`src/rtl/cpu_config.svh`:
```
`ifndef CPU_CONFIG_SVH
`define CPU_CONFIG_SVH

// Datapath word and register width
`define CPU_WORD_BITS 16

// Architectural registers, r0 reads as zero
`define CPU_REG_COUNT 16

// Word address bits of the unified memory
`define CPU_MEM_ADDR_BITS 12

// First fetch address out of reset
`define CPU_RESET_PC 0

`endif

```
`src/rtl/cpu_pkg.sv`:
```
`include "cpu_config.svh"

package cpu_pkg;

	typedef logic [`CPU_WORD_BITS-1:0] word_t;
	typedef logic [$clog2(`CPU_REG_COUNT)-1:0] reg_idx_t;

	// Unlisted codes fall through as no-ops
	typedef enum logic [3:0] {
		OP_ADD  = 4'h0,
		OP_SUB  = 4'h1,
		OP_XOR  = 4'h2,
		OP_AND  = 4'h3,
		OP_ADDI = 4'h4,
		OP_LW   = 4'h8,
		OP_SW   = 4'h9,
		OP_LLB  = 4'hA,
		OP_B    = 4'hC,
		OP_HLT  = 4'hF
	} opcode_t;

	typedef enum logic [2:0] {
		COND_NE = 3'b000,
		COND_EQ = 3'b001,
		COND_GT = 3'b010,
		COND_LT = 3'b011,
		COND_GE = 3'b100,
		COND_LE = 3'b101,
		COND_OV = 3'b110,
		COND_AL = 3'b111
	} cond_t;

	typedef struct packed {
		logic n;
		logic z;
		logic v;
	} flags_t;

	// Same word, three decode layouts
	typedef union packed {
		struct packed {opcode_t opcode; reg_idx_t rd; reg_idx_t rs; reg_idx_t rt;} r_form;
		struct packed {opcode_t opcode; reg_idx_t rd; logic [7:0] imm8;} byte_form;
		struct packed {opcode_t opcode; cond_t cond; logic [8:0] off9;} branch_form;
	} instr_t;

endpackage

```
`src/rtl/memory_stage.sv`:
```
`timescale 1ns/1ps

module memory_stage
	import cpu_pkg::*;
(
	input  logic     clk,
	input  logic     rst,
	input  logic     e_valid,
	input  opcode_t  e_op,
	input  reg_idx_t e_rd,
	input  word_t    e_result,
	input  word_t    e_store_data,
	input  logic     e_reg_write,
	input  logic     e_halt,
	input  word_t    mem_rdata,
	output logic     data_req,
	output word_t    data_addr,
	output logic     data_we,
	output word_t    data_wdata,
	output logic     wb_en,
	output reg_idx_t wb_rd,
	output word_t    wb_data,
	output logic     hlt
);
	logic is_load;

	assign is_load = (e_op == OP_LW);

	// Outranks fetch, so always granted
	assign data_req = e_valid && (is_load || e_op == OP_SW);
	assign data_addr = e_result;
	assign data_we = e_valid && (e_op == OP_SW);
	assign data_wdata = e_store_data;

	// Memory/writeback register
	always_ff @(posedge clk) begin
		if (rst) begin
			wb_en <= 1'b0;
			hlt <= 1'b0;
		end else begin
			wb_en <= e_valid && e_reg_write;
			// Everything older has left memory by now
			if (e_valid && e_halt)
				hlt <= 1'b1;
		end
		wb_rd <= e_rd;
		wb_data <= is_load ? mem_rdata : e_result;
	end

endmodule

```
`config.mk`:
```
export PLATFORM = sky130hd
export DESIGN_NAME = memory_stage
export DESIGN_NICKNAME = d
export VERILOG_FILES = /design/src/rtl/cpu_pkg.sv /design/src/rtl/memory_stage.sv
export VERILOG_INCLUDE_DIRS = /design/src /design/src/rtl
export SDC_FILE = /design/constraint.sdc
export NUM_CORES = 1
export LEC_CHECK = 0
export ABC_AREA = 1
export BUFFER_PORTS_ARGS = -buffer_cell sky130_fd_sc_hd__buf_2
export CAP_MARGIN = 0
export CORE_UTILIZATION = 35
export DETAILED_ROUTE_END_ITERATION = 16
export MAX_ROUTING_LAYER = met4
export PLACE_DENSITY_LB_ADDON = 0.2
export SYNTH_ARGS = -nofsm -noshare
export SYNTH_HDL_FRONTEND = slang
export SYNTH_SLANG_ARGS = --single-unit
```
`constraint.sdc`:
```
create_clock -name clk -period 1.9 [get_ports clk]
set_input_delay 0.285 -clock clk [delete_from_list [all_inputs] [get_ports clk]]
set_output_delay 0.285 -clock clk [all_outputs]
set_load 0.02 [all_outputs]
```
# Word level (Yosys, flattened, before mapping)
# Cells that the tools add are included.
[word_totals]
register_bits = 22
out_inout_bits = 56
inputBits = 61
elab_cells = 12
[op_classes]
n_eq_ne = 2
reduce_logical = 5
mux = 1
[op_table]
columns = ["cell", "count"]
rows = [
  ["$mux 16", 1],
  ["$eq 4x4->1 const B", 2],
  ["$logic_and 1x1->1", 4],
  ["$logic_or 1x1->1", 1],
]

# Longest topological paths before layout
[logic_depth]
ltp_word = 3
depth_mapped = 6
depth_no_buf = 5

# Worst setup path before layout
# Ideal clock, no wire load.
[synth_timing]
path_kind = "input port to output port"
start = "input e_op[3]"
end = "output data_we"
n_path_buf = 0
stages = 4
path_slack_ns = 0.723
arrival_ns = 0.892
path_cell_list = "inv_1 > nor2_4 > nand3_1 > nor2_1"
[synth_via]
elab_chain_len = 2
[synth_rtl]
columns = ["element", "line", "rtl"]
rows = [
  ["from (decl)", "memory_stage.sv:9", "input opcode_t e_op,"],
  ["$eq 4x4->1", "memory_stage.sv:32", "assign data_we = e_valid && (e_op == OP_SW);"],
  ["$logic_and 1x1->1", "memory_stage.sv:32", ""],
  ["to (decl)", "memory_stage.sv:18", "output logic data_we,"],
]
# Every way passes these cells.

# Final worst setup path
[layout_timing]
start = "input e_op[2]"
end = "output data_we"
# Same word-level chain as after synthesis.

==> results.json <==
{
  "holdCritStartpoint": "e_rd[3]",
  "yosysUniqueCellTypes": 11,
  "grt_pass1_wl_um": 3070,
  "grt_antenna_before_repair": 0,
  "synth.avg_cell_area_um2": 8.33,
  "ioPinCount": 117,
  "cp_common_cell": "buf_2",
  "place_area_um2": 1180,
  "ys_warn_count": 0,
  "viasPerCell": 4.49,
  "r2r-end": "hlt",
  "pwr-share-seq_pct": 52.4,
  "crit_arrival_ns": 1.00,
  "finalWorstSetupSlack_ns": 0.611,
  "fp.dieW_um": 55.0,
  "rsz0062_at_grt": "no",
  "netSwitchingFraction_pct": 27.5,
  "rrSetupSlack_ns": 1.33,
  "max_slew_margin_pct": 72.6,
  "cts_sinks": 22,
  "power_density_nw_per_um2": 779,
  "drc_errors": 0,
  "min_path_cells": 1,
  "cts_setup_buffers": 0,
  "vdd_drop_max_uv": 399,
  "worstSkewPairLatency_ns": 0.29,
  "combPwrFrac_pct": 21.5,
  "drive_above_1_share_pct": 53.5,
  "run_status": "finished clean",
  "fin_setup_tns_ns": 0,
  "slew_viol_final": 0,
  "syn-cell-area_um2": 983,
  "place_congestion": 0.697,
  "seq_area_um2": 440,
  "critPathLaunchType": "input port",
  "static-leakage-power_nw": 0.730,
  "maxCapViolations": 0,
  "finish.net_count": 234,
  "syn_nets": 179,
  "cp.required_ns": 1.62,
  "multi_input_area_um2": 265,
  "hold_violations": 0,
  "pwr-share-clk_pct": 26.0,
  "hold_ws_ns": 0.0838,
  "cts_resized": 0,
  "power_w": 0.000949,
  "p_int_w": 0.000688,
  "grt_usage_pct": 14.8,
  "tightestPinTransition_ns": 0.410,
  "route.vias.total": 907,
  "antenna_cells": 0,
  "worstSetupEndpoint": "data_we",
  "ys_ff_latch": 22,
  "drtIter0Drc": 7,
  "finalSetupViolCount": 0,
  "timing.fmax_mhz": 776,
  "syn_inst": 118,
  "avgRoutedWirePerCell_um": 10.3,
  "num_rows": 18,
  "clockRootBuffer": "clkbuf_4",
  "htreeDepth": 1,
  "grt_max_degree": 18,
  "cts_tree": "done",
  "clock_skew_ns": 0,
  "hpwl_um": 1700,
  "crit_type": "in -> out",
  "reg2reg_from": "hlt",
  "portBuffers": 84,
  "end_kind": "output pin",
  "crit_start": "e_op[2]",
  "initial_core_util_pct": 38.3,
  "place_ws_ns": 0.584,
  "clkTransAtPathRegs_ns": 0.11,
  "cp_slowest_cell": "nor2_4",
  "finalCritPeriodShare_pct": 67.8,
  "core_um2": 2570,
  "numCtsBuffers": 3,
  "cpPeakStageDelay_ns": 0.24,
  "min_period_ns": 1.29,
  "dieArea_um2": 3030,
  "first_global_vias": 740,
  "finalInstanceArea_um2": 1220,
  "worstPathMaxFanout": 12,
  "first_pass_iters": 4,
  "hold_class": "in -> reg",
  "reg2reg_depth": 2,
  "ant_nets": 0,
  "totalWireLength_um": 2090,
  "fillers": 273,
  "cts_buffer_depth": 2,
  "grt-ovfl-total": 0,
  "syn_to_final_growth_pct": 23.9,
  "power.switching_w": 0.000261,
  "ctsHoldBuffers": 0,
  "cp_cell_sequence": "buf_2 -> nor2_4 -> nand3_1 -> nor2_1 -> buf_2",
  "die_h_um": 55.0,
  "synth-seq-area-share_pct": 44.8
}
-- worst max-delay path, delay by kind of cell --
family / cells / cell delay (ns)
buf+inv: 2 / 0.27
simple gates: 3 / 0.43
-- cells in the mapped netlist, drive strengths merged --
cell	instances	area share, %
a21oi	1	0.51
and3	1	0.64
buf	35	27
dfxtp	22	45
inv	3	1.1
nand2	34	14
nand3	17	8.7
nor2	5	3.4
-- area by class of cell --
type / instances / share of cell area (%)
flip-flops and latches: 22 / 36.1
well taps: 30 / 3.08
inverters: 3 / 0.924
multi-input cells: 58 / 21.8
clock buffers: 4 / 2.98
repair buffers: 85 / 35.1
-- power groups by stage --
stage / logic, W / clock network (W) / registers [W]
2_1_floorplan: 0.000140 / 0 / 0.000550
3_5_place_dp: 0.000208 / 0 / 0.000509
6_report: 0.000205 / 0.000247 / 0.000497
4_1_cts: 0.000208 / 0.000265 / 0.000498
5_1_grt: 0.000228 / 0.000283 / 0.000501
3_3_place_gp: 0.000206 / 0 / 0.000508
-- placed cells by master (no fill, tap or decap) --
master,count
and3_1,1
clkbuf_4,3
dfxtp_1,22
buf_4,1
nand2_4,1
nor2_1,3
buf_2,84
nand2_1,33
inv_1,3
clkbuf_8,1
nand3_1,17
a21oi_1,1
nor2_4,2
-- state kept, by name (all words and copies together) (netlist names) --
signal   cells
wb_data     16
wb_rd        4
hlt          1
wb_en        1
-- layer usage --
metal	vias to the layer above	global-route usage [%]	share of wire, %
met4	0	11.3	4.3
met1	383	13.9	34
li1	448	-	-
met2	64	26.1	48
met5	-	-	0
met3	12	3.01	14
-- worst min-delay path by stage --
stage                to  slack, ns
6_report       wb_rd[3]       0.08
5_1_grt        wb_rd[2]       0.05
4_1_cts        wb_rd[3]       0.07
3_5_place_dp   wb_rd[2]       0.39
3_3_place_gp   wb_rd[0]       0.39
2_1_floorplan  wb_rd[0]       0.31
-- logic make-up after synthesis --
family          after synthesis  synth area share (%)
compound gates                1                 0.508
buf+inv                      38                  28.2
flops                        22                  44.8
simple gates                 57                  26.5
-- metrics by stage --
step | std cells | util (%)
4_1_cts | 202 | 47.5
6_report | 202 | 47.5
3_5_place_dp | 198 | 46.1
5_1_grt | 202 | 47.5
2_1_floorplan | 118 | -
3_3_place_gp | 198 | 46.1
Note: power is estimated with default switching activity, not from simulation.
