<file path="src/rtl/cpu_config.svh">
`ifndef CPU_CONFIG_SVH
`define CPU_CONFIG_SVH

// Datapath word and register width
`define CPU_WORD_BITS 16

// Architectural registers, r0 reads as zero
`define CPU_REG_COUNT 16

// Word address bits of the unified memory
`define CPU_MEM_ADDR_BITS 12

// First fetch address out of reset
`define CPU_RESET_PC 0

`endif

</file>
<file path="src/rtl/cpu_pkg.sv">
`include "cpu_config.svh"

package cpu_pkg;

	typedef logic [`CPU_WORD_BITS-1:0] word_t;
	typedef logic [$clog2(`CPU_REG_COUNT)-1:0] reg_idx_t;

	// Unlisted codes fall through as no-ops
	typedef enum logic [3:0] {
		OP_ADD  = 4'h0,
		OP_SUB  = 4'h1,
		OP_XOR  = 4'h2,
		OP_AND  = 4'h3,
		OP_ADDI = 4'h4,
		OP_LW   = 4'h8,
		OP_SW   = 4'h9,
		OP_LLB  = 4'hA,
		OP_B    = 4'hC,
		OP_HLT  = 4'hF
	} opcode_t;

	typedef enum logic [2:0] {
		COND_NE = 3'b000,
		COND_EQ = 3'b001,
		COND_GT = 3'b010,
		COND_LT = 3'b011,
		COND_GE = 3'b100,
		COND_LE = 3'b101,
		COND_OV = 3'b110,
		COND_AL = 3'b111
	} cond_t;

	typedef struct packed {
		logic n;
		logic z;
		logic v;
	} flags_t;

	// Same word, three decode layouts
	typedef union packed {
		struct packed {opcode_t opcode; reg_idx_t rd; reg_idx_t rs; reg_idx_t rt;} r_form;
		struct packed {opcode_t opcode; reg_idx_t rd; logic [7:0] imm8;} byte_form;
		struct packed {opcode_t opcode; cond_t cond; logic [8:0] off9;} branch_form;
	} instr_t;

endpackage

</file>
<file path="src/rtl/register_file.sv">
`timescale 1ns/1ps
`include "cpu_config.svh"

module register_file
	import cpu_pkg::*;
(
	input  logic     clk,
	input  logic     rst,
	input  reg_idx_t rs,
	input  reg_idx_t rt,
	input  logic     wb_en,
	input  reg_idx_t wb_rd,
	input  word_t    wb_data,
	output word_t    rs_data,
	output word_t    rt_data
);
	word_t regs [`CPU_REG_COUNT];

	always_ff @(posedge clk) begin
		if (rst) begin
			for (int i = 0; i < `CPU_REG_COUNT; i++)
				regs[i] <= '0;
		end else if (wb_en && wb_rd != '0) begin
			// r0 writes dropped
			regs[wb_rd] <= wb_data;
		end
	end

	// Same-cycle writeback visible to decode
	assign rs_data = (rs == '0) ? '0 : (wb_en && wb_rd == rs) ? wb_data : regs[rs];
	assign rt_data = (rt == '0) ? '0 : (wb_en && wb_rd == rt) ? wb_data : regs[rt];

endmodule

</file>
<file path="config.mk">
export PLATFORM = sky130hd
export DESIGN_NAME = register_file
export DESIGN_NICKNAME = d
export VERILOG_FILES = /design/src/rtl/cpu_pkg.sv /design/src/rtl/register_file.sv
export VERILOG_INCLUDE_DIRS = /design/src /design/src/rtl
export SDC_FILE = /design/constraint.sdc
export NUM_CORES = 1
export LEC_CHECK = 0
export BUFFER_PORTS_ARGS = -buffer_cell sky130_fd_sc_hd__buf_2
export CORE_MARGIN = 4
export CORE_UTILIZATION = 31
export CTS_CLUSTER_DIAMETER = 40
export CTS_CLUSTER_SIZE = 25
export DETAILED_ROUTE_END_ITERATION = 6
export PLACE_DENSITY = 0.45
export SYNTH_ARGS = -nofsm -noshare
export SYNTH_HDL_FRONTEND = slang
export SYNTH_SLANG_ARGS = --single-unit
</file>
<file path="constraint.sdc">
create_clock -name clk -period 1.55 [get_ports clk]
set_input_delay 0.0775 -clock clk [delete_from_list [all_inputs] [get_ports clk]]
set_output_delay 0.0775 -clock clk [all_outputs]
set_load 0.05 [all_outputs]
</file>
Word-level counts from Yosys, hierarchy flattened
Memory sizes are Yosys's and may differ from the RTL's. Cells that the tools add are included.

Logic and storage cells: 22. Bits in registers: 0. Memories: 1. Input port bits: 31. Bits in writable memories: 256.

Equal/unequal tests: 2. Muxes and demuxes: 12. Reduce and logical (&&, ||, !) cells: 7.

Memories: regs (depth 16, width 16, read ports 2, clocked after Yosys merged registers in 0, wr ports 16, RTL line register_file.sv:17) `` word_t regs [`CPU_REG_COUNT]; ``.

Operators by type and width (number): $mux 16 (5); $reduce_or 16->1 (1); $eq 4x4->1 (2); $logic_not 4->1 (2); $mux 1 (6); $mux 4 (1); $reduce_bool 4->1 (1); $logic_and 1x1->1 (3).

Longest topological paths before layout
Depth after elaboration: 7. Depth in mapped cells: 8. Depth with buffers taken out: 4.

Worst setup path after synthesis
OpenSTA, ideal clock, no wires.

Path kind: input -> output. Start point: input port rs[1]. End point: output port rs_data[5]. Arrival time: 1.988 ns. Setup slack: -0.516 ns. Stages: 7. Path buffers: 3. Path through: buf_2 or3b_1 clkbuf_1 buf_2 o22ai_1 a211oi_1 a31oi_1.

Word-level cells in the longest chain between the ends: 4. Elaborated cells between the ends (all ways): 6. Those cells by class: 1 x eq/ne; 2 x mux; 2 x reduce/logical; 1 x memory.

RTL lines: start: declaration (RTL line register_file.sv:9) `input reg_idx_t rs,`; parallel branches: the longest is 3 deep, another holds $mem_v2 16x16; $mux 16 * (RTL line register_file.sv:30) `assign rs_data = (rs == '0) ? '0 : (wb_en && wb_rd == rs) ? wb_data : regs[rs];`; end: declaration (RTL line register_file.sv:14) `output word_t rs_data,`.

Mark *: on every way between the ends.

==> reports/metrics.csv <==
stage,metric,value,unit
status,run_status,"finished, violations left",
status,violations,setup timing,
finish,fin_util,42.7,%
drt,ant_nets,0,
power,cellLeakagePower,7.00,nW
timing,layout_min_cycle_time,2.31,ns
floorplan,rows,77,
drt,dr.first_iter.drc_count,500,
timing,slew_violations,0,
synth,synth_seq_cells,256,
placed_design,hpwl,33800,µm
drt,dr.pass1.iters,4,
finish,multi_input_area,7030,µm²
synth,synth_edf_count,256,
timing,hold_viol_final,0,
synth,synthDominantAreaCellType,edfxtp_1,
clock_network,cts_hold_buf,0,
timing,setup_ws,-0.763,ns
timing,fmax,432,MHz
synth,synthDistinctLibCells,29,
finish,num-fill-cells,4029,
synth,avgSynthCellArea,13.5,µm²
timing,whs,0.0817,ns
drt,wl_met1,21400,µm
global_route,grt_max_degree,32,
clock_network,cts_buffers,44,
floorplan,die_area,49000,µm²
setup_path,worstSetupStartpointType,register,
drt,drc_errors,0,
clock_network,root_buffer,clkbuf_16,
clock_network,clk_path_buf_depth,3,
synth,dominantRegCellSynth,edfxtp_1,
synth,syn_inst,1047,
synth,ys_seq_area_share,54.5,%
floorplan,pin_count,63,
drt,wl_met2,21800,µm
power,ir_drop,0.000633,V
setup_path,cp.arrival,2.24,ns
finish,regArea,7690,µm²
timing,rsz0062_at_grt,true,
setup_path,end_kind,output pin,
floorplan,dieWidth,221,µm
placed_design,io_buffers,62,
power,fin_total_pwr,21.1,mW
synth,yosysMostFrequentCell,edfxtp_1,
synth,async_flop_share,0,%
drt,routed.top_layer,met4,
timing,setup_violations,32,
floorplan,die_h,221,µm
setup_path,critPathMaxFanout,2,
timing,finalCritPeriodShare,149,%
setup_path,critPathKind,reg -> out,
finish,n_antenna_cell,0,
setup_path,required,1.47,ns
min_path,hp-class,in -> reg,
finish,finish.instance_area,19000,µm²
clock_network,cts_tree,yes,
drt,via_per_inst,5.04,
clock_network,cts.sinks,256,
global_route,grt_pass1_wl,68500,µm
synth,synth_area,14100,µm²
clock_network,postCtsSetupRepairBufs,0,
global_route,grt_pass1_vias,9895,
clock_network,htreeDepth,2,
finish,reg_top3,regs: 256 flops,
synth,synth_common_cells,"edfxtp_1, and2_1, mux2i_1",
global_route,antenna_found_initial,0,
power,powerDensity,1110,nW/µm²
drt,routed-wl-met3,1470,µm
placed_design,placed_area,17200,µm²
floorplan,start_util,31.6,%
clock_network,cts.reportedPaths.clkPinSlew,0.05,ns
drt,wl_per_cell,24.6,µm
drt,vias,9346,
global_route,grt.overflow.total,0,
synth,synth.area.top_cells,"edfxtp_1, and2_1, mux4_2",
placed_design,place_congestion,0.838,
synth,synth_top_area_share,54.5,%
finish,layout-drive-gt1-share,37.8,%
finish,largest_reg_flops,256,
flow_run,drv_cap,0,
synth,synth_warnings,0,
global_route,grtUsageTotal,18.5,%
floorplan,coreArea,44600,µm²
finish,syn_to_final_growth,35.1,%
finish,regMostFlops,regs,
finish,fin_nets,1257,
drt,wirelength,45600,µm
timing,tns,-18.32,ns
layout by cell type (no fill, tap or decap), types with 2 or more instances in the layout:
cell        synthesis  final
a21oi_4             0      2
nor2b_1             3      2
clkinv_4            0      2
inv_6               0      4
clkbuf_16           0     45
o22ai_2             0     27
nand2_1             4      3
clkinvlp_4          0      6
a31oi_4             0     30
or2_1               4      2
mux2_4              0      2
clkinv_2            0     10
edfxtp_1          256    256
and2_1            240    240
xnor2_2             0      7
conb_1              1     16
nand3b_1            4      4
buf_6              10     30
or3b_1              4      4
buf_2              25     28
nand2b_1            2      2
mux4_2             64     64
buf_4              12    119
o31ai_1            32     32
o22ai_1            64     36
clkbuf_1           52      4
or2_2              15     17
bufinv_16           0      2
mux2i_1           128    128
nand3_1            31     31
buf_12              0     42
a211oi_2            0      6
nor2_1             13     13
clkinv_1            0      8
nand3_2             2      2
or3_1               2      2
nor3_2              0      3
a211oi_4            0     26
cell type report:
| type | count | area share (%) |
|---|---|---|
| Clock buffer | 49 | 5.99 |
| Clock inverter | 32 | 1.25 |
| Multi-Input combinational cell | 705 | 36.9 |
| Sequential cell | 256 | 40.4 |
| Tap cell | 592 | 3.89 |
| Timing Repair Buffer | 219 | 11.6 |
layer usage:
metal | vias to the layer above | GRT usage [%]
li1 | 4374 | -
met1 | 4755 | 26.0
met2 | 156 | 30.4
met3 | 61 | 2.80
met4 | 0 | 4.57
met5 | - | 0
power breakdown:
part	leakage (nW)	switching (mW)	internal, mW
clock network	0.666	3.40	5.64
logic	3.88	2.15	1.64
registers	2.45	0.204	8.05
total	7.00	5.75	15.3
through the flow:
step / std cells / setup WS (ns)
floorplan: 1062 / -0.0399
global placement: 1772 / -0.580
detailed placement: 1772 / -0.564
CTS: 1853 / -0.794
global route: 1853 / -0.855
finish: 1853 / -0.763
cells by family (layout without fill, tap and decap cells):
logic type                Yosys count  after routing  synth area share (%)
and+or+nand+nor                   327            327                  14.1
DFF                               256            256                  54.5
muxes                             194            194                  19.5
AOI/OAI and AO/OA                 160            160                  7.65
buffers and inverters             101            300                  3.78
xor gates and xnor gates            8              8                 0.497
other                               1             16                0.0266
worst max-delay path, stage by stage, from the launching register on:
cell and delay [ns]:
edfxtp_1 0.39, mux4_2 0.49, mux2_4 0.30, a211oi_4 0.23
a21oi_4 0.12, buf_12 0.17
path summary, 6_finish.rpt:
kind,from,to,slack [ns],cells past startpoint
worst max-delay path,regs[14][14],rs_data[14],-0.76,5
worst min-delay path,wb_data[7],regs[10][7],0.08,2
timing repair:
item,in CTS,in global routing
endpoints found under the setup margin,32,32
pin swaps,42,0
resized for setup,91,4
gates cloned,0,0
Note: power is estimated with default switching activity, not from simulation.
