**config.mk**
```make
export PLATFORM = sky130hd
export DESIGN_NAME = detection_unit
export DESIGN_NICKNAME = d
export VERILOG_FILES = /design/src/rtl/cpu_pkg.sv /design/src/rtl/detection_unit.sv
export VERILOG_INCLUDE_DIRS = /design/src /design/src/rtl
export SDC_FILE = /design/constraint.sdc
export NUM_CORES = 1
export LEC_CHECK = 0
export ABC_AREA = 1
export ABC_CLOCK_PERIOD_IN_PS = 800
export BUFFER_PORTS_ARGS = -buffer_cell sky130_fd_sc_hd__buf_2
export CORE_AREA = 2 2 39 41
export DETAILED_ROUTE_END_ITERATION = 12
export DIE_AREA = 0 0 41 43
export GPL_ROUTABILITY_DRIVEN = 1
export PLACE_DENSITY = 0.55
export SYNTH_ARGS = -nofsm -noshare
export SYNTH_HDL_FRONTEND = slang
export SYNTH_SLANG_ARGS = --single-unit
```
**constraint.sdc**
```tcl
create_clock -name vclk -period 0.8
set_input_delay 0.04 -clock vclk [all_inputs]
set_output_delay 0.04 -clock vclk [all_outputs]
set_load 0.02 [all_outputs]
```
**src/rtl/cpu_config.svh**
```systemverilog
`ifndef CPU_CONFIG_SVH
`define CPU_CONFIG_SVH

// Datapath word and register width
`define CPU_WORD_BITS 16

// Architectural registers, r0 reads as zero
`define CPU_REG_COUNT 16

// Word address bits of the unified memory
`define CPU_MEM_ADDR_BITS 12

// First fetch address out of reset
`define CPU_RESET_PC 0

`endif

```
**src/rtl/cpu_pkg.sv**
```systemverilog
`include "cpu_config.svh"

package cpu_pkg;

	typedef logic [`CPU_WORD_BITS-1:0] word_t;
	typedef logic [$clog2(`CPU_REG_COUNT)-1:0] reg_idx_t;

	// Unlisted codes fall through as no-ops
	typedef enum logic [3:0] {
		OP_ADD  = 4'h0,
		OP_SUB  = 4'h1,
		OP_XOR  = 4'h2,
		OP_AND  = 4'h3,
		OP_ADDI = 4'h4,
		OP_LW   = 4'h8,
		OP_SW   = 4'h9,
		OP_LLB  = 4'hA,
		OP_B    = 4'hC,
		OP_HLT  = 4'hF
	} opcode_t;

	typedef enum logic [2:0] {
		COND_NE = 3'b000,
		COND_EQ = 3'b001,
		COND_GT = 3'b010,
		COND_LT = 3'b011,
		COND_GE = 3'b100,
		COND_LE = 3'b101,
		COND_OV = 3'b110,
		COND_AL = 3'b111
	} cond_t;

	typedef struct packed {
		logic n;
		logic z;
		logic v;
	} flags_t;

	// Same word, three decode layouts
	typedef union packed {
		struct packed {opcode_t opcode; reg_idx_t rd; reg_idx_t rs; reg_idx_t rt;} r_form;
		struct packed {opcode_t opcode; reg_idx_t rd; logic [7:0] imm8;} byte_form;
		struct packed {opcode_t opcode; cond_t cond; logic [8:0] off9;} branch_form;
	} instr_t;

endpackage

```
**src/rtl/detection_unit.sv**
```systemverilog
`timescale 1ns/1ps

module detection_unit
	import cpu_pkg::*;
(
	input  reg_idx_t rs,
	input  reg_idx_t rt,
	input  logic     uses_rs,
	input  logic     uses_rt,
	input  logic     f_valid,
	input  logic     f_is_branch,
	input  logic     d_valid,
	input  reg_idx_t d_rd,
	input  logic     d_reg_write,
	input  logic     d_sets_flags,
	input  logic     e_valid,
	input  reg_idx_t e_rd,
	input  logic     e_reg_write,
	output logic     stall
);
	logic d_writes;
	logic e_writes;
	logic rs_hit;
	logic rt_hit;
	logic flag_hit;

	// Pending writes in execute and memory
	assign d_writes = d_valid && d_reg_write;
	assign e_writes = e_valid && e_reg_write;

	// r0 is never pending
	assign rs_hit = uses_rs && (rs != '0) &&
		((d_writes && d_rd == rs) || (e_writes && e_rd == rs));
	assign rt_hit = uses_rt && (rt != '0) &&
		((d_writes && d_rd == rt) || (e_writes && e_rd == rt));
	// Flags land when the setter leaves execute
	assign flag_hit = f_is_branch && d_valid && d_sets_flags;

	assign stall = f_valid && (rs_hit || rt_hit || flag_hit);

endmodule

```
* After elaboration in Yosys (flattened, before gate mapping) *
Index checks and enable logic that the tools add are counted.

storage, ports and cells
  register bits after elaboration = 0
  output and inout bits = 1

cells by class
  equal/unequal tests = 4
  reduce and logical (&&, ||, !) cells = 19

operators with widths
  kind               count
  $eq 4x4->1         4
  $logic_and 1x1->1  13
  $reduce_bool 4->1  2
  $logic_or 1x1->1   4

* Longest topological paths before layout *
Gate-level depths: netlist (run 1).

  depth after elaboration = 7
  depth in mapped cells = 10
  gate-level depth less buffers = 10

* Worst setup path after synthesis (run 1) *
No wires, ideal clock.

  path type = input port to output port
  from = in d_rd[0]
  to = out stall
  data arrival time = 0.666 ns
  required time = 0.760 ns
  path slack = 0.094 ns
  stages on the path = 10
  path buffers = 0
  cells stage by stage = inv_1 -> nand2_1 -> nand2_1 -> nor2_1 -> nand3_1 -> nand2_1 -> nand2_1 -> nand3_1 -> nand2_1 -> inv_1

between the ends
  word-level cells in the longest chain between the ends = 7
  elaborated cells between the ends (all ways) = 11
  classes of those cells = eq/ne: 2; reduce/logical: 9

ends and longest elaborated chain
  item                                  RTL line                                    RTL
  start: declaration                    detection_unit.sv:13                        input reg_idx_t d_rd,
  $eq 4x4->1 (on tied branches)         detection_unit.sv:33, detection_unit.sv:35
  $logic_and 1x1->1 (on tied branches)  detection_unit.sv:33, detection_unit.sv:35
  $logic_or 1x1->1 (on tied branches)   detection_unit.sv:33, detection_unit.sv:35
  $logic_and 1x1->1 (on tied branches)  detection_unit.sv:32, detection_unit.sv:34
  $logic_or 1x1->1 * (2 in a row)       detection_unit.sv:39                        assign stall = f_valid && (rs_hit || rt_hit || flag_hit);
  $logic_and 1x1->1 *                   detection_unit.sv:39
  end: declaration                      detection_unit.sv:19                        output logic stall

Mark *: on every way between the ends. The rest lies on a longest branch, timed or not.

* Worst setup path in the final report (run 1) *
Same ends and word-level chain as after synthesis.

==> impl_results.md, run 1 <==
- Mapped Nets: 109
- Dpl hpwl: 861 um
- Final period utilization: 1.13
- Most Frequent Cell on Critical Path: nand2_1
- # diodes: 0
- Post-CTS Hold Buffers: 0
- Final hold vios: 0
- MaxCap Viol Count: 0
- Routed WL: 1080 um
- Synth Instances: 84
- Vias: 539
- Utilization after layout: 0.476
- Routed wire length per instance: 8.54 um
- Nets: 137
- Sequential-to-total area share from yosys stat: 0
- Die Area: 1760 sq um
- Leak: 0.397 nW
- Std-Cell Rows: 14
- Routed Antenna Nets: 0
- I/O pins: 26
- First-pass GRT wire length: 1680 um
- Largest net degree at the start of global routing: 6
- PD cells: 460 nW/um^2
- Pre-CTS WS: -0.168 ns
- Critical Path Start Type: input port
- WS Path Type: input port to output pin
- Max incr delay on CP: 0.11 ns
- Vias in the first global route: 460
- F_max: 1110 MHz
- Hold depth: 4
- Remaining Overflow, GRT: 0
- Mapped Area: 348 sq um
- Die height: 43 um
- DRT iter0 DRCs: 6
- Reg area: 0 sq um
- Routability Congestion: 0.807
- Core Region: 1380 sq um
- Endpoints failing setup: 1
- Number of port buffers: 26
- Yosys cell types: 9
- CP Max Fanout: 4
- Setup ws final: -0.103 ns
- # DRC: 0
- CP Capture Type: output pin
- Crit path buffers/inverters: 4
- Status: complete, but fails checks
- Worst Path Required: 0.76 ns
- Initial core utilization: 0.251
- HP Class: input port to output pin
- Initial antenna violation count: 0
- Total track usage: 0.130
- Pre-antenna DRT Iters: 4
- CLK BUF: 0
- Failing checks: setup timing
- Largest delay contributor family on the critical path: simple AND/OR/NAND/NOR gates
- Via density: 4.28
- Slowest CP cell: nor2_1
- Hold Startpoint: f_valid
- Worst Tran Pin Value: 0.132 ns
- RSZ-0062 raised after global routing: yes
- Worst path cell trace: buf_6, inv_2, nand2_1, nand2_1, nor2_1, nand3_1, nand2_1, nand2_2, nand3_2, nand2_1, inv_1, buf_6
- Fraction of layout cells with a size suffix above 1: 0.427
- Hold EP: stall
- Tmin final: 0.903 ns
- Relative slew slack: 0.911
- Post-CTS Setup Inserts: 0
- Pins Over Slew Limit: 0
- Yosys warning count: 0
- Syn avg cell area: 4.14 sq um
- Seq Cell Count: 0
- CP Data Arrival Time: 0.86 ns
- Area delta synth->final: 89.6%
- Die width: 41 um
- VDD IR max: 0.156 mV
-- report_power, final --
group / switching, mW / total [mW] / internal, mW
clock: 0 / 0 / 0
sequential: 0 / 0 / 0
combinational: 0.132 / 0.303 / 0.172
total: 0.132 / 0.303 / 0.172
-- cells in the mapped netlist --
cell type / instances / area [sq um]
inv_1: 16 / 60.1
o21ai_0: 2 / 10.0
xnor2_1: 2 / 17.5
nor2_1: 12 / 45.0
nand3b_1: 1 / 7.51
nand3_1: 7 / 35.0
inv_2: 1 / 3.75
nand2_1: 41 / 154
o21a_1: 2 / 15.0
-- routing by layer --
layer  track usage  vias up  wire length, um
met5             0        -                0
met4             0        0                0
met3       0.00524        0               38
met2         0.247       11              571
met1         0.158      225              466
li1              -      303                -
-- area by class of cell --
cell class	instances	area (sq um)
Multi-Input combinational cell	67	304
Tap cell	16	20.0
Inverter	17	68.8
Timing Repair Buffer	26	267
Fill cell	154	724
-- cells in the final DEF, fill, tap and decap left out, drive strengths merged --
cell,n
nand2,41
inv,17
nand3b,1
buf,26
xnor2,2
nand3,7
nor2,12
o21a,2
o21ai,2
-- logic make-up (layout without fill, tap and decap cells) --
| logic type | count (synthesis) | after routing | share of synthesized area |
|---|---|---|---|
| AO/OA/AOI/OAI | 4 | 4 | 0.0719 |
| XOR/XNOR | 2 | 2 | 0.0504 |
| AND/OR/NAND/NOR | 61 | 61 | 0.694 |
| buffers and inverters | 17 | 43 | 0.183 |
-- stage by stage --
stage | hold WS (ns) | total power, mW | cell area (sq um) | TNS, ns | cells
after floorplan | 0.209 | 0.112 | 348 | 0 | 84
final | 0.369 | 0.303 | 659 | -0.103 | 126
after global routing | 0.400 | 0.336 | 659 | -0.200 | 126
after global placement | 0.388 | 0.213 | 498 | -0.172 | 126
after CTS | 0.367 | 0.292 | 639 | -0.0902 | 126
after detailed placement | 0.391 | 0.213 | 498 | -0.168 | 126
-- repair_timing --
item	in CTS	in global routing
setup endpoints to repair	1	1
resized for setup	41	8
pin swaps	25	14
-- worst max path at each step --
stage	start	to	slack, ns	depth (start not counted)
after floorplan	d_rd[0]	stall	0.09	10
after global placement	d_rd[0]	stall	-0.17	11
after detailed placement	rs[2]	stall	-0.17	12
after CTS	rs[3]	stall	-0.09	11
after global routing	rt[0]	stall	-0.20	11
final	d_rd[0]	stall	-0.10	12
-- tightest hold or removal path: stages --
cell	delay, ns
buf_2	0.08
nand2_1	0.04
inv_1	0.06
buf_6	0.11
Note: power is estimated with default switching activity, not from simulation.
==> run 2: changes to the inputs <==
Settings changed: PLACE_DENSITY 0.55 to unset, PLACE_DENSITY_LB_ADDON set to 0.1.
==> impl_results.md, run 2 (synthesized netlist as in run 1, its figures left out) <==
- Slowest CP cell: nor2_2
- Routed Antenna Nets: 0
- WS Path Type: input port to output pin
- Vias: 530
- Pins Over Slew Limit: 0
- Vias in the first global route: 407
- Tmin final: 0.874 ns
- # diodes: 0
- Endpoints failing setup: 1
- HP Class: input port to output pin
- Die Area: 1760 sq um
- Die height: 43 um
- Worst Tran Pin Value: 0.160 ns
- Area delta synth->final: 96.0%
- Nets: 138
- Largest net degree at the start of global routing: 6
- Setup ws final: -0.0741 ns
- PD cells: 466 nW/um^2
- CP Capture Type: output pin
- Dpl hpwl: 841 um
- Worst path cell trace: buf_6, inv_2, nand2_1, nand2_1, nor2_2, nand3_1, nand2_1, nand2_1, nand3_1, nand2_1, inv_1, buf_6
- Hold Startpoint: f_valid
- Largest delay contributor family on the critical path: simple AND/OR/NAND/NOR gates
- Total track usage: 0.117
- Hold depth: 4
- Initial core utilization: 0.251
- Hold Slack: 0.360 ns
- Most Frequent Cell on Critical Path: nand2_1
- Number of port buffers: 26
- CP Data Arrival Time: 0.83 ns
- Routed wire length per instance: 7.92 um
- Placed cell count: 127
- VDD IR max: 0.191 mV
- Die width: 41 um
- Area of the multi-input gates: 319 sq um
- First-pass GRT wire length: 1500 um
- Post-CTS Hold Buffers: 0
- # DRC: 0
- DRT iter0 DRCs: 6
- CP Max Fanout: 3
- I/O pins: 26
- Relative slew slack: 0.893
- RSZ-0062 raised after global routing: yes
- Reg area: 0 sq um
- Leak: 0.399 nW
- Fraction of layout cells with a size suffix above 1: 0.468
- Area of placed instances: 505 sq um
- Commonest non-fill, non-tap cell in the layout: nand2_1
- F_max: 1140 MHz
- Critical Path Start Type: input port
- Final hold vios: 0
- Status: complete, but fails checks
- Via density: 4.17
- Routability Congestion: 0.795
- Final period utilization: 1.09
- Pre-antenna DRT Iters: 3
- Hold EP: stall
- Routed WL: 1010 um
- Std-Cell Rows: 14
- Worst Path Required: 0.76 ns
- Initial antenna violation count: 0
- Layout fillers: 147
- Max incr delay on CP: 0.12 ns
- CLK BUF: 0
- Remaining Overflow, GRT: 0
- Post-CTS Setup Inserts: 0
- MaxCap Viol Count: 0
- Crit path buffers/inverters: 4
- Most frequent cells in the layout: nand2_1, buf_6, inv_2, nor2_1, nand2_2
- Failing checks: setup timing
- Non-filler cells, final: 127
- Final instance area: 682 sq um
- Core Region: 1380 sq um
- Seq Cell Count: 0
run 2: power by group:
part / leakage, nW / internal (mW) / switching, mW
clock network: 0 / 0 / 0
registers: 0 / 0 / 0
logic: 0.399 / 0.177 / 0.140
total: 0.399 / 0.177 / 0.140
run 2: stage by stage:
stage / total power [mW] / util / TNS [ns] / worst slack (ns)
5_1_grt: 0.351 / 0.493 / -0.172 / -0.172
3_3_place_gp: 0.217 / 0.365 / -0.170 / -0.170
2_1_floorplan: 0.112 / - / 0 / 0.0936
4_1_cts: 0.255 / 0.411 / -0.117 / -0.117
3_5_place_dp: 0.216 / 0.365 / -0.182 / -0.182
6_report: 0.318 / 0.493 / -0.0741 / -0.0741
run 2: final cells by class:
cell class,instances,area share
inverters,17,0.112
multi-input cells,67,0.468
well taps,16,0.0294
repair buffers,27,0.391
run 2: worst max-delay path by stage:
stage	startpoint	endpoint	slack, ns	depth (start not counted)
3_3_place_gp	rs[2]	stall	-0.17	12
6_report	rs[2]	stall	-0.07	12
2_1_floorplan	d_rd[0]	stall	0.09	10
4_1_cts	e_rd[1]	stall	-0.12	12
3_5_place_dp	rs[2]	stall	-0.18	12
5_1_grt	d_rd[3]	stall	-0.17	12
run 2: layer usage:
| metal | up-vias | GRT usage | wire length [um] |
|---|---|---|---|
| met4 | 0 | 0 | 0 |
| met5 | - | 0 | 0 |
| met2 | 11 | 0.206 | 516 |
| met1 | 215 | 0.161 | 442 |
| li1 | 304 | - | - |
| met3 | 0 | 0 | 48 |
run 2: timing repair:
item / in CTS / in global routing
resized for setup: 20 / 40
pin swaps: 15 / 24
endpoints found under the setup margin: 1 / 1
==> run 3: changes to the inputs <==
Settings changed: CELL_PAD_IN_SITES_DETAIL_PLACEMENT set to 2, CELL_PAD_IN_SITES_GLOBAL_PLACEMENT set to 2, CORE_AREA 2 2 39 41 to unset, CORE_MARGIN set to 2, CORE_UTILIZATION set to 15, DIE_AREA 0 0 41 43 to unset, REMOVE_ABC_BUFFERS set to 1.
==> impl_results.md, run 3 (synthesized netlist as in run 1, its figures left out) <==
- Status: complete, but fails checks
- Failing checks: setup timing
- # DRC: 0
- Area of the multi-input gates: 314 sq um
- DRT iter0 DRCs: 0
- Pre-antenna DRT Iters: 1
- Pins Over Slew Limit: 0
- VDD IR max: 0.128 mV
- Hold Slack: 0.356 ns
- Routed Antenna Nets: 0
- Tmin final: 0.907 ns
- F_max: 1100 MHz
- Critical Path Start Type: input port
- CP Launch Point: e_rd[2]
- CLK BUF: 0
- RSZ-0062 raised after global routing: yes
- Area delta synth->final: 91.4%
- Number of port buffers: 26
- Fraction of layout cells with a size suffix above 1: 0.486
- Largest net degree at the start of global routing: 6
- Nets: 138
- Post-CTS Hold Buffers: 0
- Final hold vios: 0
- Std-Cell Rows: 17
- Utilization after layout: 0.301
- Hold EP: stall
- First-pass GRT wire length: 2230 um
- CP Data Arrival Time: 0.87 ns
- Setup ws final: -0.107 ns
- HP Class: input port to output pin
- Commonest non-fill, non-tap cell in the layout: nand2_1
- Core Region: 2210 sq um
- Hold Startpoint: f_valid
- PD cells: 467 nW/um^2
- Via density: 4.19
- Layout fillers: 301
- Pre-CTS WS: -0.192 ns
- Reg area: 0 sq um
- Die Area: 2720 sq um
- Most frequent cells in the layout: nand2_1, buf_6, inv_2
- CP Max Fanout: 3
- Hold depth: 4
- # diodes: 0
- Routed wire length per instance: 10.2 um
- Leak: 0.384 nW
- CP Capture Type: output pin
- MaxCap Viol Count: 0
- Die width: 52.2 um
- Setup Total Neg Slack: -0.107 ns
- Relative slew slack: 0.889
- Vias: 583
- Initial antenna violation count: 0
- Remaining Overflow, GRT: 0
- Final period utilization: 1.13
- Total track usage: 0.105
- Routed WL: 1420 um
- Seq Cell Count: 0
- Worst Tran Pin Value: 0.165 ns
- Dpl hpwl: 1280 um
- Initial core utilization: 0.157
- Worst Path Required: 0.76 ns
- Die height: 52.2 um
- Vias in the first global route: 572
- WS Path Type: input port to output pin
- I/O pins: 26
- Routability Congestion: 0.687
- Endpoints failing setup: 1
-- run 3: repair_timing --
action,4_1_cts,5_1_grt
endpoints found under the setup margin,1,1
pin swaps,14,27
resized for setup,18,36
buffers inserted,0,0
-- run 3: per-stage QoR --
| step | total power, mW | instances | cell area [sq um] |
|---|---|---|---|
| floorplan | 0.112 | 84 | 348 |
| finish | 0.311 | 139 | 666 |
| CTS | 0.259 | 139 | 564 |
| global route | 0.352 | 139 | 666 |
| detailed placement | 0.230 | 139 | 520 |
| global placement | 0.225 | 139 | 520 |
-- run 3: worst max-delay path, stage by stage --
cell and delay, ns:
buf_6 0.09, inv_4 0.03, nand2_2 0.05, nand2_1 0.05
nor2_1 0.11, nand3b_1 0.09, nand2_1 0.07, nand2_1 0.05
nand3_1 0.07, nand2_1 0.06, inv_2 0.05, buf_6 0.10
-- run 3: how the worst max path moves through the flow --
| stage | end | slack [ns] | cells after the start |
|---|---|---|---|
| after floorplan | stall | 0.09 | 10 |
| after global placement | stall | -0.20 | 11 |
| after detailed placement | stall | -0.19 | 12 |
| after CTS | stall | -0.15 | 12 |
| after global routing | stall | -0.21 | 12 |
| final | stall | -0.11 | 12 |
-- run 3: final cells by class --
class | count | share of cell area
inverter | 17 | 0.107
multi-input combinational | 67 | 0.472
tap | 28 | 0.0526
timing repair buffer | 27 | 0.368
-- run 3: power breakdown --
| part | leakage (nW) | internal (mW) | total (mW) | switching, mW |
|---|---|---|---|---|
| logic | 0.384 | 0.166 | 0.311 | 0.146 |
| registers | 0 | 0 | 0 | 0 |
| clock network | 0 | 0 | 0 | 0 |
| total | 0.384 | 0.166 | 0.311 | 0.146 |
-- run 3: layer usage --
layer,share of wire,global-route usage,up-vias
met4,0,0,0
met3,0.057,0.00862,0
met2,0.53,0.207,15
li1,-,-,305
met1,0.41,0.131,263
met5,0,0,-
