$ cat src/rtl/cpu_config.svh
`ifndef CPU_CONFIG_SVH
`define CPU_CONFIG_SVH

// Datapath word and register width
`define CPU_WORD_BITS 16

// Architectural registers, r0 reads as zero
`define CPU_REG_COUNT 16

// Word address bits of the unified memory
`define CPU_MEM_ADDR_BITS 12

// First fetch address out of reset
`define CPU_RESET_PC 0

`endif

$ cat src/rtl/cpu_pkg.sv
`include "cpu_config.svh"

package cpu_pkg;

	typedef logic [`CPU_WORD_BITS-1:0] word_t;
	typedef logic [$clog2(`CPU_REG_COUNT)-1:0] reg_idx_t;

	// Unlisted codes fall through as no-ops
	typedef enum logic [3:0] {
		OP_ADD  = 4'h0,
		OP_SUB  = 4'h1,
		OP_XOR  = 4'h2,
		OP_AND  = 4'h3,
		OP_ADDI = 4'h4,
		OP_LW   = 4'h8,
		OP_SW   = 4'h9,
		OP_LLB  = 4'hA,
		OP_B    = 4'hC,
		OP_HLT  = 4'hF
	} opcode_t;

	typedef enum logic [2:0] {
		COND_NE = 3'b000,
		COND_EQ = 3'b001,
		COND_GT = 3'b010,
		COND_LT = 3'b011,
		COND_GE = 3'b100,
		COND_LE = 3'b101,
		COND_OV = 3'b110,
		COND_AL = 3'b111
	} cond_t;

	typedef struct packed {
		logic n;
		logic z;
		logic v;
	} flags_t;

	// Same word, three decode layouts
	typedef union packed {
		struct packed {opcode_t opcode; reg_idx_t rd; reg_idx_t rs; reg_idx_t rt;} r_form;
		struct packed {opcode_t opcode; reg_idx_t rd; logic [7:0] imm8;} byte_form;
		struct packed {opcode_t opcode; cond_t cond; logic [8:0] off9;} branch_form;
	} instr_t;

endpackage

$ cat src/rtl/mem_arbiter.sv
`timescale 1ns/1ps

module mem_arbiter
	import cpu_pkg::*;
(
	input  logic  ext_en,
	input  word_t ext_addr,
	input  logic  ext_we,
	input  word_t ext_wdata,
	input  logic  data_req,
	input  word_t data_addr,
	input  logic  data_we,
	input  word_t data_wdata,
	input  logic  fetch_req,
	input  word_t fetch_addr,
	input  logic  fetch_we,
	input  word_t fetch_wdata,
	output logic  fetch_gnt,
	output word_t mem_addr,
	output logic  mem_we,
	output word_t mem_wdata
);
	// One-hot {ext, data, fetch}
	logic [2:0] gnt;

	always_comb begin
		gnt = 3'b000;
		if (ext_en)
			gnt = 3'b100;
		else if (data_req)
			gnt = 3'b010;
		else if (fetch_req)
			gnt = 3'b001;
	end

	assign fetch_gnt = gnt[0];

	// Idle port reads at the PC with no write
	always_comb begin
		mem_addr = fetch_addr;
		mem_we = 1'b0;
		mem_wdata = fetch_wdata;
		if (gnt[2]) begin
			mem_addr = ext_addr;
			mem_we = ext_we;
			mem_wdata = ext_wdata;
		end else if (gnt[1]) begin
			mem_addr = data_addr;
			mem_we = data_we;
			mem_wdata = data_wdata;
		end else if (gnt[0]) begin
			mem_we = fetch_we;
		end
	end

endmodule

$ cat config.mk
export PLATFORM = sky130hd
export DESIGN_NAME = mem_arbiter
export DESIGN_NICKNAME = d
export VERILOG_FILES = /design/src/rtl/cpu_pkg.sv /design/src/rtl/mem_arbiter.sv
export VERILOG_INCLUDE_DIRS = /design/src /design/src/rtl
export SDC_FILE = /design/constraint.sdc
export NUM_CORES = 1
export LEC_CHECK = 0
export BUFFER_PORTS_ARGS = -buffer_cell sky130_fd_sc_hd__buf_2
export CORE_MARGIN = 2
export CORE_UTILIZATION = 28
export DETAILED_ROUTE_END_ITERATION = 6
export PLACE_DENSITY_LB_ADDON = 0.2
export SYNTH_ARGS = -nofsm -noshare
export SYNTH_HDL_FRONTEND = slang
export SYNTH_SLANG_ARGS = --single-unit
$ cat constraint.sdc
create_clock -name vclk -period 1.2
set_clock_uncertainty 0.2 [all_clocks]
set_input_delay 0.12 -clock vclk [all_inputs]
set_output_delay 0.12 -clock vclk [all_outputs]
set_load 0.05 [all_outputs]
# [Word level (Yosys, flattened, before mapping)]
# Cells that the tools add are included.
[totals] elab_cells=10 ff_bits=0 out_inout_bits=34 input_bits=102
[op_classes] muxes=10
[ops] cell="$mux W16" count=4
[ops] cell="$mux W1" count=4
[ops] cell="$mux W3" count=1
[ops] cell="$mux W2" count=1

# [Logic depth before layout (Yosys ltp)]
# Gate-level depths: netlist of the first run.
[logic_depth] depth_word=6 depth_mapped=4 ltp_nobuf=2

# [Least setup slack after synthesis of the first run]
# OpenSTA, ideal clock, no wires.
[synth_timing] kind="input to output" start="input port data_req" end="output port fetch_gnt" n_path_buf=2 arrival_ps=1549 setup_slack_ps=-669 required_time_ps=880 stages=3 path_cell_list="buf_6 > buf_12 > nor3b_1"
[synth_via] elab_chain_cells=2
[synth_rtl] item="from (decl)" line_no="mem_arbiter.sv:10" text="input logic data_req,"
[synth_rtl] item="$mux W2" line_no="mem_arbiter.sv:30" text="else if (data_req)"
[synth_rtl] item="$mux W3" line_no="mem_arbiter.sv:28" text="if (ext_en)"
[synth_rtl] item="to (decl)" line_no="mem_arbiter.sv:18" text="output logic fetch_gnt,"
# No other way between the ends.

# [Worst setup path after layout of the first run]
[layout_timing] start="input port data_req" end="output port mem_addr[8]"
[layout_via] elab_chain_cells=4
[layout_rtl] item="$mux W2" line_no="mem_arbiter.sv:30"
[layout_rtl] item="$mux W3" line_no="mem_arbiter.sv:28"
[layout_rtl] item="$mux W16" line_no="mem_arbiter.sv:47" text="end else if (gnt[1]) begin"
[layout_rtl] item="$mux W16" line_no="mem_arbiter.sv:43" text="if (gnt[2]) begin"
[layout_rtl] item="to (decl)" line_no="mem_arbiter.sv:19" text="output word_t mem_addr,"
# No other way between the ends.

==> results of run 1 <==
cells by family after synthesis:
kind of cell / after synthesis
simple gates: 35
mux: 32
compound gates: 34
buf+inv: 11
layer usage:
| metal | share of wire [%] | vias up | global-route usage [%] |
|---|---|---|---|
| met4 | 1.9 | 0 | 2.79 |
| li1 | - | 683 | - |
| met3 | 8.5 | 8 | 4.22 |
| met5 | 0 | - | 0 |
| met1 | 32 | 593 | 20.1 |
| met2 | 58 | 77 | 48.5 |
Yosys cell counts (all sizes together):
cell,n,area [µm²]
o21ai,32,160
nor3b,1,7.51
mux2i,32,320
nor2b,1,6.26
buf,8,93.8
nand2,32,120
nand3b,1,7.51
a21oi,2,10.0
clkbuf,3,11.3
stage by stage:
stage	worst slack, ps	instance area, µm²	power (mW)	hold WS (ps)
2_1_floorplan	-75.8	942	0.677	225
3_3_place_gp	-148	1650	0.943	442
3_5_place_dp	-203	1650	0.952	444
4_1_cts	-59.8	1960	1.13	373
5_1_grt	-77.1	2170	1.32	392
6_report	-36.9	2170	1.26	375
worst min-delay path: cells and delay by family:
kind	cells	cell delay (ps)
AO/OA/AOI/OAI	1	60
buffers and inverters	2	220
AND/OR/NAND/NOR	1	50
where the power goes:
part	switching [mW]	internal [mW]
sequential	0	0
combinational	0.703	0.556
clock	0	0
what timing repair did:
action | 4_1_cts | 5_1_grt
gates cloned | 3 | 1
pin swaps | 1 | 0
setup buffers | 0 | 0
endpoints found under the setup margin | 34 | 31
gates resized for setup | 66 | 43
layout make-up:
| type | instances | area, µm² | share of cell area, % |
|---|---|---|---|
| repair buffers | 148 | 1110 | 51.3 |
| multi-input cells | 101 | 1020 | 47.0 |
| well taps | 30 | 37.5 | 1.73 |
worst paths after layout:
kind                    startpoint           end  slack, ps
worst max-delay path      data_req   mem_addr[8]        -40
worst min-delay path  ext_wdata[7]  mem_wdata[7]        370
==> flow_summary.json, run 1 <==
{
  "crit_family": "buffers and inverters",
  "fin_crit_sh_pct": 103,
  "vias_per_cell": 4.88,
  "wl_per_cell_um": 14.7,
  "synth_warnings": 0,
  "syn_area_um2": 737,
  "io_pins": 136,
  "vias": 1361,
  "dpl.cell_count": 275,
  "fillers": 150,
  "overflow": 0,
  "finalSetupViolations": 15,
  "min-delay-path-class": "in -> out",
  "synthCells": 112,
  "hold-path-cell-count": 4,
  "synth_xor_area_share_pct": 0,
  "maxSlewHeadroom_pct": 84.9,
  "first_pass_iters": 4,
  "core_um2": 2480,
  "utilization_pct": 87.6,
  "clock_buffers": 0,
  "nFlopsAndLatches": 0,
  "cp_slowest_cell": "mux2i_1",
  "synth_fa_ha_area_share_pct": 0,
  "required_ps": 880,
  "grt_first_pass_wirelength_um": 5690,
  "synth_top_family_by_area": "multiplexers",
  "die_x_um": 55.3,
  "layout_commonest_cell": "buf_2",
  "worst_pin_slew_ps": 220,
  "rsz0062_at_grt": "yes",
  "p_leak_nw": 1.06,
  "instances_no_fill": 279,
  "gp_congestion": 0.713,
  "syn-num-nets": 214,
  "cp-start-kind": "input port",
  "grt_use_total_pct": 22.0,
  "vdd_drop_max_v": 0.000452,
  "ant_nets": 0,
  "synthSimpleGateAreaFrac_pct": 19.2,
  "failed_checks": "negative setup slack",
  "max_stage_delay_ps": 250,
  "crit_type": "in -> out",
  "end_kind": "output pin",
  "rows": 18,
  "drv_cap": 0,
  "synthDistinctLibCells": 13,
  "start_util_pct": 29.7,
  "worstPathCellList": "buf_12, buf_16, mux2i_1, o21ai_2, clkbuf_4",
  "power_density_nw_per_um2": 580,
  "fmax_ghz": 0.808,
  "grt_pass1_vias": 1389,
  "synth_seq_area_share_pct": 0,
  "die_area_um2": 3060,
  "setup-tns-final_ps": -213,
  "routed_wl_um": 4110,
  "drc_errors": 0,
  "die_h_um": 55.3,
  "arrival_ps": 920,
  "drive_gt1_share_pct": 81.5,
  "fin_nets": 353,
  "grt_max_degree": 17,
  "register_area_um2": 0,
  "antenna_found_initial": 0,
  "area_delta_synth_final_pct": 194,
  "path_max_fanout": 6,
  "synth_compound_area_share_pct": 23.1,
  "synth.mux.area_fraction_pct": 43.5,
  "fin_ws_ps": -36.9,
  "avgSynthCellArea_um2": 6.58,
  "holdBufCountCts": 0,
  "final_cell_mix": "buf_2, nand2_1, buf_6",
  "fin_crit_ps": 1240,
  "insertedDiodeCount": 0,
  "outcome": "complete, but fails checks",
  "final_hold_viol_count": 0,
  "cp.depth": 5,
  "drt_iter0_markers": 46,
  "dp_hpwl_um": 2650,
  "maxSlewViolCount": 0,
  "crit_buf_inv": 3,
  "portBuffers": 136
}
(Power assumes the default switching activity.)
==> inputs of run 2 (changes only) <==
--- a/config.mk
+++ b/config.mk
@@ -7,10 +7,11 @@
 export NUM_CORES = 1
 export LEC_CHECK = 0
 export BUFFER_PORTS_ARGS = -buffer_cell sky130_fd_sc_hd__buf_2
-export CORE_MARGIN = 2
+export CORE_MARGIN = 10
 export CORE_UTILIZATION = 28
 export DETAILED_ROUTE_END_ITERATION = 6
 export PLACE_DENSITY_LB_ADDON = 0.2
+export REMOVE_ABC_BUFFERS = 1
 export SYNTH_ARGS = -nofsm -noshare
 export SYNTH_HDL_FRONTEND = slang
 export SYNTH_SLANG_ARGS = --single-unit
==> run 2 against run 1 <==
Net effect: routed wire length increased by 12%; design area shrank 21%; via count down 2.0%; largest cell class unchanged; the flow still finishes with violations (negative setup slack); first-iteration DRC count shrank 54%; maximum frequency grew 1.1%; sequential cell count did not move; combinational power fell by 19%; power fell by 19%; worst hold slack better by 19 ps.
==> flow_summary.json, run 2 (synthesis gave the netlist of run 1 again) <==
{
  "clock_buffers": 0,
  "dp_hpwl_um": 3820,
  "combPwrFrac_pct": 100.0,
  "portBuffers": 136,
  "fin_nets": 353,
  "overflow": 0,
  "holdBufCountCts": 0,
  "wl_per_cell_um": 16.5,
  "area_delta_synth_final_pct": 133,
  "routed_wl_um": 4590,
  "rows": 18,
  "final_hold_viol_count": 0,
  "ant_nets": 0,
  "pwr-share-seq_pct": 0,
  "finalSetupViolations": 1,
  "drv_cap": 0,
  "layout_commonest_cell": "buf_2",
  "maxSlewHeadroom_pct": 88.1,
  "grt_first_pass_wirelength_um": 6850,
  "post-place-ws_ps": -103,
  "fin_ws_ps": -23.7,
  "drc_errors": 0,
  "gp_congestion": 0.773,
  "failed_checks": "negative setup slack",
  "nFlopsAndLatches": 0,
  "die_x_um": 71.3,
  "insertedDiodeCount": 0,
  "holdPathEnd": "mem_wdata[15]",
  "grt_use_total_pct": 15.8,
  "holdWs_ps": 393,
  "hp-start": "ext_wdata[15]",
  "maxSlewViolCount": 0,
  "drive_gt1_share_pct": 61.8,
  "antenna_found_initial": 0,
  "fin_crit_sh_pct": 102,
  "post_cts_buffers": 0,
  "core_um2": 2500,
  "p_leak_nw": 0.993,
  "first_pass_iters": 4,
  "required_ps": 880,
  "power_switching_mw": 0.595,
  "crit_type": "in -> out",
  "end_kind": "output pin",
  "start_util_pct": 29.5,
  "drt_iter0_markers": 21,
  "utilization_pct": 68.7,
  "outcome": "complete, but fails checks",
  "hold-path-cell-count": 4,
  "p_clk_share_pct": 0,
  "rsz0062_at_grt": "yes",
  "fmax_ghz": 0.817,
  "fin_crit_ps": 1220,
  "power_density_nw_per_um2": 595,
  "min-delay-path-class": "in -> out",
  "vias_per_cell": 4.78,
  "grt_max_degree": 15,
  "vdd_drop_max_v": 0.000420,
  "internal-power_mw": 0.427,
  "arrival_ps": 900,
  "die_area_um2": 5080,
  "final_cell_mix": "buf_2, nand2_1, o21ai_1",
  "path_max_fanout": 7,
  "vias": 1334,
  "io_pins": 136,
  "cp-start-kind": "input port",
  "die_h_um": 71.3,
  "grt_pass1_vias": 1425,
  "switching_share_pct": 58.2,
  "register_area_um2": 0,
  "worst_pin_slew_ps": 176
}
[run 2: changes by cell type in the layout (fill, tap and decap cells not counted), sizes merged]
cell,before,now
clkbuf,2,1
buf,146,147
[run 2: timing repair]
action                     in CTS  in global routing
setup endpoints to repair      34                 32
gates resized for setup        42                 35
cloned                          2                  0
hold endpoints to repair        0                  0
pin swaps                       2                  1
[run 2: worst max path at each step]
stage / startpoint / depth (start not counted) / to
finish: data_req / 5 / mem_we
global route: ext_en / 5 / mem_we
CTS: ext_en / 5 / mem_addr[10]
detailed placement: data_req / 5 / mem_wdata[6]
global placement: data_req / 5 / mem_wdata[0]
floorplan: data_req / 2 / mem_addr[15]
[run 2: critical path: stages]
cell	delay, ps
buf_12	120
buf_16	140
nand3b_1	180
a21oi_2	170
buf_6	180
[run 2: per-stage QoR]
stage	cell area [µm²]	power (mW)	TNS, ps	cells
after global routing	1720	1.09	-197	279
after detailed placement	1450	0.864	-2120	277
final	1720	1.02	-23.7	279
after global placement	1450	0.857	-1710	277
after floorplan	632	0.500	-4020	101
after CTS	1610	0.963	-2.04	279
[run 2: final cells by class]
class	instances	area, µm²
fillers	221	782
multi-input cells	101	656
well taps	30	37.5
repair buffers	148	1020
[run 2: routing by layer]
metal | track usage [%] | vias to the layer above | part of all wire, %
met1 | 14.3 | 581 | 32
li1 | - | 669 | -
met5 | 0 | - | 0
met4 | 1.94 | 0 | 1.2
met3 | 8.40 | 4 | 14
met2 | 30.8 | 80 | 52
[run 2: power by group through the flow]
stage	Combinational, mW	Clock, mW	Sequential, mW
2_1_floorplan	0.500	0	0
3_3_place_gp	0.857	0	0
3_5_place_dp	0.864	0	0
4_1_cts	0.963	0	0
5_1_grt	1.09	0	0
6_report	1.02	0	0
==> inputs of run 3 (changes only) <==
--- a/config.mk
+++ b/config.mk
@@ -6,12 +6,13 @@
 export SDC_FILE = /design/constraint.sdc
 export NUM_CORES = 1
 export LEC_CHECK = 0
-export BUFFER_PORTS_ARGS = -buffer_cell sky130_fd_sc_hd__buf_2
 export CORE_MARGIN = 10
-export CORE_UTILIZATION = 28
+export CORE_UTILIZATION = 45
 export DETAILED_ROUTE_END_ITERATION = 6
+export DONT_BUFFER_PORTS = 1
 export PLACE_DENSITY_LB_ADDON = 0.2
 export REMOVE_ABC_BUFFERS = 1
+export SKIP_LAST_GASP = 1
 export SYNTH_ARGS = -nofsm -noshare
 export SYNTH_HDL_FRONTEND = slang
 export SYNTH_SLANG_ARGS = --single-unit
==> run 3 against run 2 <==
Net effect: the flow now finishes without violations; cell count down 46%; worst hold slack got worse by 140 ps; power down 34%; die area fell by 28%; routed wire length shrank 26%; sequential cell count did not move; design area shrank 47%; combinational power decreased by 34%; critical path type unchanged.
==> flow_summary.json, run 3 (synthesis gave the netlist of run 1 again) <==
{
  "outcome": "finished clean",
  "grt_first_pass_wirelength_um": 4530,
  "holdPathEnd": "fetch_gnt",
  "fin_crit_ps": 938,
  "vias": 899,
  "drive_gt1_share_pct": 25.9,
  "fillers": 134,
  "nFlopsAndLatches": 0,
  "design_area_um2": 912,
  "post_cts_resized": 0,
  "arrival_ps": 620,
  "vdd_drop_max_v": 0.000430,
  "clock_buffers": 0,
  "grt_use_total_pct": 15.0,
  "register_area_um2": 0,
  "end_kind": "output pin",
  "worst_pin_slew_ps": 144,
  "ant_nets": 0,
  "first_pass_iters": 4,
  "antenna_found_initial": 0,
  "post_cts_buffers": 0,
  "min-delay-path-class": "in -> out",
  "rows": 14,
  "crit_type": "in -> out",
  "multi_input_area_um2": 637,
  "maxSlewViolCount": 0,
  "fin_nets": 239,
  "die_h_um": 60.5,
  "dp_hpwl_um": 2960,
  "path_max_fanout": 35,
  "final_hold_viol_count": 0,
  "overflow": 0,
  "wl_per_cell_um": 22.5,
  "core_um2": 1520,
  "drc_errors": 0,
  "grt_max_degree": 68,
  "placed_area_um2": 912,
  "drt_iter0_markers": 24,
  "finalPower_mw": 0.678,
  "vias_per_cell": 5.95,
  "rsz0062_at_grt": "no",
  "final_cell_mix": "buf_4, mux2i_1, nand2_1, o21ai_1, a21oi_1",
  "start_util_pct": 48.4,
  "required_ps": 880,
  "io_pins": 136,
  "cp-start-kind": "input port",
  "hp-start": "ext_en",
  "gp_congestion": 0.720,
  "portBuffers": 0,
  "fin_crit_sh_pct": 78.2,
  "maxSlewHeadroom_pct": 90.1,
  "hold-path-cell-count": 2,
  "fmax_ghz": 1.07,
  "finalSetupViolations": 0,
  "insertedDiodeCount": 0,
  "area_delta_synth_final_pct": 23.8,
  "p_leak_nw": 0.479,
  "power_density_nw_per_um2": 743,
  "die_x_um": 60.5,
  "routed_wl_um": 3400,
  "holdBufCountCts": 0,
  "drv_cap": 0,
  "grt_pass1_vias": 919,
  "die_area_um2": 3660,
  "layout_commonest_cell": "buf_4",
  "utilization_pct": 59.9
}
## run 3: cell count changes in the layout (fill, tap and decap cells not counted), sizes merged
cell / change
clkbuf: -1
buf: -113
## run 3: layout make-up
cell class | instances | area share, %
tap | 16 | 2.19
multi-input combinational | 101 | 69.8
timing repair buffer | 34 | 28.0
## run 3: critical path, stage by stage
cell	delay, ps
nand3b_1	140
a21oi_1	130
buf_4	210
## run 3: through the flow
stage          hold WS (ps)  TNS, ps  setup slack (ps)  std cells
6_report                250        0               262        151
5_1_grt                 247        0               228        151
4_1_cts                 245        0               268        151
3_5_place_dp            245        0               271        151
3_3_place_gp            244        0               295        151
2_1_floorplan           218    -4020              -427        101
## run 3: worst max-delay path by stage
stage          startpoint           end  slack (ps)  cells past startpoint
5_1_grt          data_req        mem_we         230                      3
3_3_place_gp     data_req        mem_we         300                      3
6_report         data_req        mem_we         260                      3
4_1_cts          data_req        mem_we         270                      3
3_5_place_dp     data_req        mem_we         270                      3
2_1_floorplan    data_req  mem_addr[15]        -430                      2
## run 3: where the power goes
part	internal [mW]	switching, mW
sequential	0	0
combinational	0.218	0.460
clock	0	0
## run 3: per-layer routing
| layer | up-vias | track usage, % | part of all wire (%) | wire [µm] |
|---|---|---|---|---|
| met4 | 0 | 0.940 | 0.41 | 14 |
| met5 | - | 0 | 0 | 0 |
| li1 | 444 | - | - | - |
| met2 | 84 | 29.3 | 49 | 1680 |
| met1 | 369 | 12.7 | 31 | 1070 |
| met3 | 2 | 10.4 | 19 | 638 |
